File: src/verilog/quant_config.svh
`ifndef QUANT_CONFIG_SVH
`define QUANT_CONFIG_SVH

// DCT coefficient in, quantized coefficient out.
`define QUANT_COEF_W 11

// Reciprocal of the divisor, 4096 for a divisor of 1.
`define QUANT_RECIP_W 13

// Fraction bits of the reciprocal.
`define QUANT_SHIFT 12

`define QUANT_PROD_W 24 // Signed coefficient times reciprocal.

// One 8x8 block, row-major.
`define QUANT_BLOCK 64

`define QUANT_FIFO_DEPTH 4 // Buffer entries, also producer credits.

`endif

File: src/verilog/quant_pkg.sv
`include "quant_config.svh"

package quant_pkg;

	typedef logic signed [`QUANT_COEF_W-1:0] coef_t;

	typedef logic [`QUANT_RECIP_W-1:0] recip_t;

	// Same product word, seen as a number or split for rounding.
	typedef union packed {
		logic signed [`QUANT_PROD_W-1:0] raw;
		struct packed {
			logic guard; // Sign copy, dropped.
			logic [`QUANT_COEF_W-1:0] quotient; // Bits 22 to 12.
			logic round; // Bit 11, half of one step.
			logic [`QUANT_SHIFT-2:0] fraction;
		} fields;
	} prod_u;

	typedef struct packed {
		prod_u prod;
		logic last; // Position 63 of the block.
	} beat_t;

	typedef int unsigned divisor_table_t [`QUANT_BLOCK];

	typedef recip_t recip_table_t [`QUANT_BLOCK];

	// Standard JPEG chrominance table, row-major.
	localparam divisor_table_t cr_divisors = '{
		17, 18, 24, 47, 99, 99, 99, 99,
		18, 21, 26, 66, 99, 99, 99, 99,
		24, 26, 56, 99, 99, 99, 99, 99,
		47, 66, 99, 99, 99, 99, 99, 99,
		99, 99, 99, 99, 99, 99, 99, 99,
		99, 99, 99, 99, 99, 99, 99, 99,
		99, 99, 99, 99, 99, 99, 99, 99,
		99, 99, 99, 99, 99, 99, 99, 99
	};

	// Truncated 4096 / q for every position.
	function automatic recip_table_t build_recips();
		recip_table_t table_out;
		for (int i = 0; i < `QUANT_BLOCK; i++) begin
			table_out[i] = recip_t'((1 << `QUANT_SHIFT) / cr_divisors[i]);
		end
		return table_out;
	endfunction

	localparam recip_table_t cr_recips = build_recips();

	// Becomes a 64-entry ROM in the scaler.
	function automatic recip_t recip_of(input int unsigned pos);
		return cr_recips[pos];
	endfunction

endpackage

File: src/verilog/cr_quantizer.sv
`timescale 1ns/1ps

`include "quant_config.svh"

module cr_quantizer import quant_pkg::*; (
	input logic clk,
	input logic rst,
	input logic coef_valid,
	input coef_t coef,
	output logic coef_ready,
	output logic out_valid,
	input logic out_ready,
	output coef_t out_coef,
	output logic out_last
);

	logic push;
	beat_t push_beat;
	logic credit_return;
	logic pop;
	logic not_empty;
	beat_t head;

	quant_scaler quant_scaler_i (
		.clk(clk),
		.rst(rst),
		.coef_valid(coef_valid),
		.coef(coef),
		.coef_ready(coef_ready),
		.credit_return(credit_return),
		.push(push),
		.push_beat(push_beat)
	);

	// Sized to the credit count of the scaler.
	quant_fifo #(
		.DEPTH(`QUANT_FIFO_DEPTH)
	) quant_fifo_i (
		.clk(clk),
		.rst(rst),
		.push(push),
		.push_beat(push_beat),
		.pop(pop),
		.not_empty(not_empty),
		.head(head),
		.credit_return(credit_return)
	);

	quant_rounder quant_rounder_i (
		.clk(clk),
		.rst(rst),
		.not_empty(not_empty),
		.head(head),
		.pop(pop),
		.out_valid(out_valid),
		.out_ready(out_ready),
		.out_coef(out_coef),
		.out_last(out_last)
	);

endmodule

File: src/verilog/quant_fifo.sv
`timescale 1ns/1ps

`include "quant_config.svh"

module quant_fifo import quant_pkg::*; #(
	parameter int DEPTH = `QUANT_FIFO_DEPTH
) (
	input logic clk,
	input logic rst,
	input logic push,
	input beat_t push_beat,
	input logic pop,
	output logic not_empty,
	output beat_t head,
	output logic credit_return
);

	localparam int PTR_W = (DEPTH > 1) ? $clog2(DEPTH) : 1;
	localparam int COUNT_W = $clog2(DEPTH + 1);

	beat_t mem [DEPTH];
	logic [PTR_W-1:0] wr_ptr;
	logic [PTR_W-1:0] rd_ptr;
	logic [COUNT_W-1:0] count;
	logic do_pop;

	// Wraps for any depth, not only powers of two.
	function automatic logic [PTR_W-1:0] next_ptr(input logic [PTR_W-1:0] ptr);
		if (ptr == PTR_W'(DEPTH - 1)) begin
			return '0;
		end
		return ptr + 1'b1;
	endfunction

	assign not_empty = (count != '0);
	assign head = mem[rd_ptr];
	assign do_pop = pop && not_empty;

	// The producer owns the slot again.
	assign credit_return = do_pop;

	// Credits keep a push from landing on a full buffer.
	always_ff @(posedge clk) begin
		if (push) begin
			mem[wr_ptr] <= push_beat;
		end
	end

	always_ff @(posedge clk) begin
		if (rst) begin
			wr_ptr <= '0;
			rd_ptr <= '0;
		end else begin
			if (push) begin
				wr_ptr <= next_ptr(wr_ptr);
			end
			if (do_pop) begin
				rd_ptr <= next_ptr(rd_ptr);
			end
		end
	end

	always_ff @(posedge clk) begin
		if (rst) begin
			count <= '0;
		end else begin
			case ({push, do_pop})
				2'b10: count <= count + 1'b1;
				2'b01: count <= count - 1'b1;
				default: count <= count; // Both or neither.
			endcase
		end
	end

endmodule

File: src/verilog/quant_rounder.sv
`timescale 1ns/1ps

`include "quant_config.svh"

module quant_rounder import quant_pkg::*; (
	input logic clk,
	input logic rst,
	input logic not_empty,
	input beat_t head,
	output logic pop,
	output logic out_valid,
	input logic out_ready,
	output coef_t out_coef,
	output logic out_last
);

	logic slot_free;
	coef_t rounded;

	// Output register empty, or emptied on this edge.
	assign slot_free = !out_valid || out_ready;
	assign pop = not_empty && slot_free;

	// Round half up on bit 11 of the product.
	assign rounded = coef_t'(head.prod.fields.quotient + head.prod.fields.round);

	always_ff @(posedge clk) begin
		if (rst) begin
			out_valid <= 1'b0;
		end else if (pop) begin
			out_valid <= 1'b1;
		end else if (out_ready) begin
			out_valid <= 1'b0; // Taken, nothing behind it.
		end
	end

	// Held while out_ready is low.
	always_ff @(posedge clk) begin
		if (rst) begin
			out_coef <= '0;
			out_last <= 1'b0;
		end else if (pop) begin
			out_coef <= rounded;
			out_last <= head.last;
		end
	end

endmodule

File: src/verilog/quant_scaler.sv
`timescale 1ns/1ps

`include "quant_config.svh"

module quant_scaler import quant_pkg::*; (
	input logic clk,
	input logic rst,
	input logic coef_valid,
	input coef_t coef,
	output logic coef_ready,
	input logic credit_return,
	output logic push,
	output beat_t push_beat
);

	localparam int CREDIT_W = $clog2(`QUANT_FIFO_DEPTH + 1);
	localparam int POS_W = $clog2(`QUANT_BLOCK);

	logic [CREDIT_W-1:0] credits;
	logic [POS_W-1:0] pos;
	logic accept;
	logic at_last;
	recip_t recip;
	logic signed [`QUANT_PROD_W-1:0] coef_ext;
	logic signed [`QUANT_PROD_W-1:0] recip_ext;
	prod_u prod;

	// One free slot in the buffer per credit.
	assign coef_ready = (credits != '0);
	assign accept = coef_valid && coef_ready;

	assign at_last = (pos == POS_W'(`QUANT_BLOCK - 1));
	assign recip = recip_of(pos);

	// Two's complement copy of the coefficient.
	assign coef_ext = {{(`QUANT_PROD_W - `QUANT_COEF_W){coef[`QUANT_COEF_W-1]}}, coef};
	assign recip_ext = {{(`QUANT_PROD_W - `QUANT_RECIP_W){1'b0}}, recip}; // Always positive.
	assign prod.raw = coef_ext * recip_ext;

	// Spent on accept, given back one cycle after a pop.
	always_ff @(posedge clk) begin
		if (rst) begin
			credits <= CREDIT_W'(`QUANT_FIFO_DEPTH);
		end else begin
			case ({accept, credit_return})
				2'b10: credits <= credits - 1'b1;
				2'b01: credits <= credits + 1'b1;
				default: credits <= credits;
			endcase
		end
	end

	always_ff @(posedge clk) begin
		if (rst) begin
			pos <= '0;
		end else if (accept) begin
			if (at_last) begin
				pos <= '0; // Next block.
			end else begin
				pos <= pos + 1'b1;
			end
		end
	end

	// Product stage, one cycle from accept to push.
	always_ff @(posedge clk) begin
		if (rst) begin
			push <= 1'b0;
			push_beat <= '0;
		end else begin
			push <= accept;
			if (accept) begin
				push_beat.prod <= prod;
				push_beat.last <= at_last;
			end
		end
	end

endmodule
File: config.mk
export PLATFORM = sky130hd
export DESIGN_NAME = cr_quantizer
export DESIGN_NICKNAME = d
export VERILOG_FILES = /design/src/verilog/quant_pkg.sv /design/src/verilog/cr_quantizer.sv /design/src/verilog/quant_fifo.sv /design/src/verilog/quant_rounder.sv /design/src/verilog/quant_scaler.sv
export VERILOG_INCLUDE_DIRS = /design/src /design/src/verilog
export SDC_FILE = /design/constraint.sdc
export NUM_CORES = 1
export LEC_CHECK = 0
export BUFFER_PORTS_ARGS = -buffer_cell sky130_fd_sc_hd__buf_2
export CORE_MARGIN = 2
export CORE_UTILIZATION = 50
export DETAILED_ROUTE_END_ITERATION = 7
export PLACE_DENSITY = 0.69
export SLEW_MARGIN = 20
export SYNTH_ARGS = -nofsm -noshare
export SYNTH_HDL_FRONTEND = slang
export SYNTH_HIERARCHICAL = 1
export SYNTH_SLANG_ARGS = --single-unit
File: constraint.sdc
create_clock -name clk -period 5.58 [get_ports clk]
set_clock_uncertainty 0.15 [all_clocks]
set_input_delay 0.558 -clock clk [delete_from_list [all_inputs] [get_ports clk]]
set_output_delay 0.558 -clock clk [all_outputs]
set_load 0.1 [all_outputs]
* Yosys cells after proc, flatten, opt, wreduce, memory -nomap -nowiden
Memory sizes are Yosys's and may differ from the RTL's. A register that Yosys moved wholly into a read port is not among the register bits.
Index checks and enable logic that the tools add are counted.
** Word-level totals
- Memory bits (writable) :: 100
- Memories kept :: 2
- ROM bits :: 832
- Logic and storage cells :: 62
- Bits of input ports :: 15
- Flip-flop bits (word level) :: 55
** Cells by class
- Equality and inequality tests :: 7
- Order comparisons :: 1
- Multiplexer cells :: 21
- Reductions and logical operators :: 10
- $mul :: 1
- $add $sub $neg :: 8
- Bitwise gates (word level) :: 1
** Memory list
- (name not given) :: depth 64, width 13, read ports 1, clocked after Yosys merged registers in 0, write ports 0, RTL line quant_pkg.sv:54 : return cr_recips[pos];
- quant_fifo_i.mem :: depth 4, width 25, read ports 1, clocked after Yosys merged registers in 1, write ports 1, RTL line quant_fifo.sv:21 : beat_t mem [DEPTH];
** Operators by type and width (number)
- $ge A33 B7 Y1 const B :: 1
- $not A6 Y33 :: 1
- $mux W13 :: 2
- $mul A11 B14 Y24 :: 1
- $mux W2 :: 6
- $pmux W3 S2 :: 2
- $add A11 B1 Y11 :: 1
- $mux W1 :: 10
- $eq A2 B2 Y1 const B :: 4
- $add A3 B1 Y3 const B :: 2
- $add A6 B1 Y6 const B :: 1
- $eq A6 B6 Y1 const B :: 1
- $mux W6 :: 1
- $reduce_bool A2 Y1 :: 3
- $reduce_bool A3 Y1 :: 2
- $sub A3 B1 Y3 const B :: 2
- $add A2 B1 Y2 const B :: 2
- $eq A2 B1 Y1 const B :: 2
- $logic_and A1 B1 Y1 :: 3
- $logic_not A1 Y1 :: 1
- $logic_or A1 B1 Y1 :: 1

* Depth between registers and ports, before layout
- Depth in word-level cells :: 9
- Mapped depth :: 25

* Cells and area by module
Netlist, hierarchy kept.
** By module, submodules not included
- quant_scaler :: instances 1, sequential area each 700.7 sq um, cells an instance 613, area each 5126.2 sq um
- quant_fifo :: instances 1, sequential area each 3183.1 sq um, cells an instance 179, area each 4105.2 sq um
- quant_rounder :: instances 1, sequential area each 260.2 sq um, cells an instance 75, area each 659.4 sq um

* Worst setup path after synthesis
Ideal clock, no wire load.
- Kind :: register -> register
- Start :: reg quant_scaler_i.pos[1]
- End :: reg, netlist name quant_scaler_i/push_beat[22]
- Data arrival time :: 5854 ps
- Buffers on the path :: 1
- Setup slack :: -546 ps
- Setup time :: 122 ps
- Required time :: 5308 ps
- Stages on the path, launching flop included :: 24
- Cells stage by stage :: dfxtp_1 -> inv_1 -> ha_1 -> mux2_2 -> o211ai_1 -> clkbuf_1 -> nand2_1 -> fa_1 -> inv_1 -> fa_1 -> inv_1 -> fa_1 -> inv_1 -> fa_1 -> inv_1 -> fa_1 -> inv_1 -> ha_1 -> o21a_1 -> nor2b_1 -> nand4_1 -> a311oi_2 -> nor4_1 -> a311o_1
** On the way
- Longest elaborated chain between the ends :: 5
** Ends and longest elaborated chain
- from (decl) :: RTL line quant_scaler.sv:20 : logic [POS_W-1:0] pos;
- from (signal assigned) :: RTL line quant_scaler.sv:60 : pos <= pos + 1'b1;
- $not A6 Y33 (not written as such) :: RTL line quant_pkg.sv:54
- $mem_v2 Z64 W13
- $mux W13 (not written as such) (2 in series) :: RTL line quant_pkg.sv:54
- $mul A11 B14 Y24 :: RTL line quant_scaler.sv:38 : assign prod.raw = coef_ext * recip_ext;
Every way passes these cells. The select of a mux whose other input is x is not followed.
A chain may end at the register's enable or synchronous reset.

* Worst setup path after layout
- Start :: reg quant_scaler_i.pos[0]
- End :: reg, netlist name quant_scaler_i/push_beat[22]
** On the way
- Longest elaborated chain between the ends :: 5
** Ends and longest elaborated chain (RTL line)
- $not A6 Y33 (not written as such) :: quant_pkg.sv:54
- $mem_v2 Z64 W13
- $mux W13 (not written as such) (2 in series) :: quant_pkg.sv:54
- $mul A11 B14 Y24 :: quant_scaler.sv:38
Every way passes these cells. The select of a mux whose other input is x is not followed.

==> run summary <==
Run status -> finished with violations
Failing checks -> negative setup slack
Drt drc -> 0
Area of the mapped netlist -> 0.00766 mm^2
WL final -> 16,600 um
Setup WS pre-CTS -> -190 ps
Row count -> 45
Die W -> 128 um
Syn Inst Count -> 743
Clock latency at the later pin of the worst-skew pair -> 340 ps
Post-route setup slack -> -90.8 ps
Longest Clk Path Bufs -> 2
Vias -> 5,562
Root Buffer -> clkbuf_16
CP Data Required Time -> 5650 ps
Multi-input gate area -> 0.00511 mm^2
Met3 Use GR -> 2.38%
Final Util -> 60.7%
Fin crit period -> 5670 ps
Final nets -> 975
DP Cell Count -> 980
CP max FO -> 5
Post-Place Cell Area -> 0.00836 mm^2
Largest net degree at the start of global routing -> 35
Vias per inst -> 5.51
Routed len/inst -> 16.4 um
Yosys warning count -> 6
Count of pins over their slew limit -> 0
Critical path, cell by cell -> inv_4, ha_4, buf_4, nand2b_4, a31oi_4, nor2b_4, buf_4, and2_1, fa_1, fa_1, fa_1, fa_1, fa_2, ha_4, nand4_1, nor2b_4, nand4_1, a311oi_2, nor4_2, a311o_1
Crit-path slowest cell -> fa_1
Design Area, Final -> 0.00915 mm^2
Most used routing layer -> met2
Worst path max stage delay -> 580 ps
Post-DP HPWL -> 12,500 um
Initial Util -> 50.8%
IO buf count -> 28
Most Frequent Cell on Critical Path -> fa_1
Mean Syn Cell Area -> 10.3 um^2
Max-cap violations -> 0
CP bufs+invs -> 3
Clock-pin slew on the worst setup and hold paths -> 70 ps
CP startpoint kind -> flop
CP endpoint kind -> flop
Drt first pass iters -> 5
IO Count -> 29
CP delay by family, top -> adder cells
Detail Route Antenna Nets -> 0
H-tree levels -> 3
Finished Layout Cells -> 1,009
Initial detailed-routing violation count -> 404
Fin crit share -> 102%
CP arrival -> 5740 ps
Register area -> 0.00247 mm^2
Die Y -> 128 um
P&R area growth vs syn -> 19.4%
Die area -> 0.0163 mm^2
GRT Residual Overflow -> 0
M2 GR Usage -> 38.4%
# setup viols final -> 4
GRT Overall Usage -> 20.5%
Final Hold Viols -> 0
TritonCTS clock tree -> built
Clk sinks -> 97
CP Class -> flop to flop
ANT cells -> 0
Worst hold path type -> flop to flop
Fillers -> 1,233
GR Layer Usage met1 -> 24.5%
Global-route wire length before repair -> 27,000 um
CTS Buf Count -> 9
Core ar. -> 0.0151 mm^2
RSZ-0062 raised after global routing -> yes
Slew headroom -> 45.3%
Routability Congestion -> 0.916
Vias in the first global route -> 5,863
Post-Syn Nets -> 902
Slew of the pin with the lowest slew margin -> 819 ps
Initial antenna violation count -> 0
Fmax -> 176 MHz
Layout cells sized above 1 -> 25.3%
[path summary, 6_finish.rpt]
path                             from                           end  slack [ps]  cells after the start
max             quant_scaler_i/pos[0]  quant_scaler_i/push_beat[22]         -90                     20
min          quant_rounder_i/out_last      quant_rounder_i/out_last         330                      2
max reg2reg     quant_scaler_i/pos[0]  quant_scaler_i/push_beat[22]         -90                     20
min reg2reg  quant_rounder_i/out_last      quant_rounder_i/out_last         330                      2
[worst register-to-register path, stage by stage, from the launching register on]
cell and delay [ps]:
dfxtp_4 390, inv_4 60, ha_4 270, buf_4 120, nand2b_4 60, a31oi_4 190
nor2b_4 60, buf_4 150, and2_1 160, fa_1 460, fa_1 570, fa_1 470
fa_1 580, fa_2 460, ha_4 290, nand4_1 150, nor2b_4 160, nand4_1 150
a311oi_2 310, nor4_2 60, a311o_1 280
[registers in the layout, indices dropped and copies added, names as in the netlist, named ones only]
register / count
quant_fifo_i/count: 3
quant_scaler_i/push_beat: 13
quant_rounder_i/out_valid: 1
quant_scaler_i/push: 1
quant_fifo_i/wr_ptr: 2
quant_fifo_i/rd_ptr: 2
quant_rounder_i/out_coef: 11
quant_scaler_i/credits: 3
quant_rounder_i/out_last: 1
quant_scaler_i/pos: 6
quant_fifo_i/mem: 52
[cells in the final DEF, fill, tap and decap left out, types with 10 or more instances in the layout]
cell / instances
a21oi_1: 29
and2_1: 55
buf_2: 28
buf_4: 61
clkbuf_16: 10
dfxtp_1: 42
edfxtp_1: 52
fa_1: 49
ha_1: 66
ha_4: 18
inv_1: 91
mux4_2: 10
nand2_1: 52
nand3_1: 18
nor2_1: 36
o21ai_0: 14
xor2_1: 10
[routing by layer]
metal | part of all wire (%) | vias to the layer above
li1 | - | 2697
met4 | 1.5 | 0
met3 | 2.7 | 24
met1 | 43 | 2726
met5 | 0 | -
met2 | 53 | 115
[layout make-up]
cell class	instances	area share, %
Clock buffer	10	2.73
Clock inverter	6	0.424
Inverter	101	4.20
Multi-Input combinational cell	514	55.9
Sequential cell	97	27.0
Tap cell	188	2.57
Timing Repair Buffer	93	7.22
[what timing repair did]
action,CTS,global route
hold buffers,0,0
gates cloned,0,1
setup endpoints to repair,11,12
gates resized for setup,34,49
pin swaps,35,48
setup buffers,9,3
[per-stage QoR]
stage,hold slack [ps],TNS (ps)
after floorplan,306,0
after global placement,315,-360
after detailed placement,323,-997
after CTS,332,-508
after global routing,373,-1840
final,328,-164
Power is not shown: default switching activity piles up to over one toggle a cycle in this logic, so the estimate is an artifact.
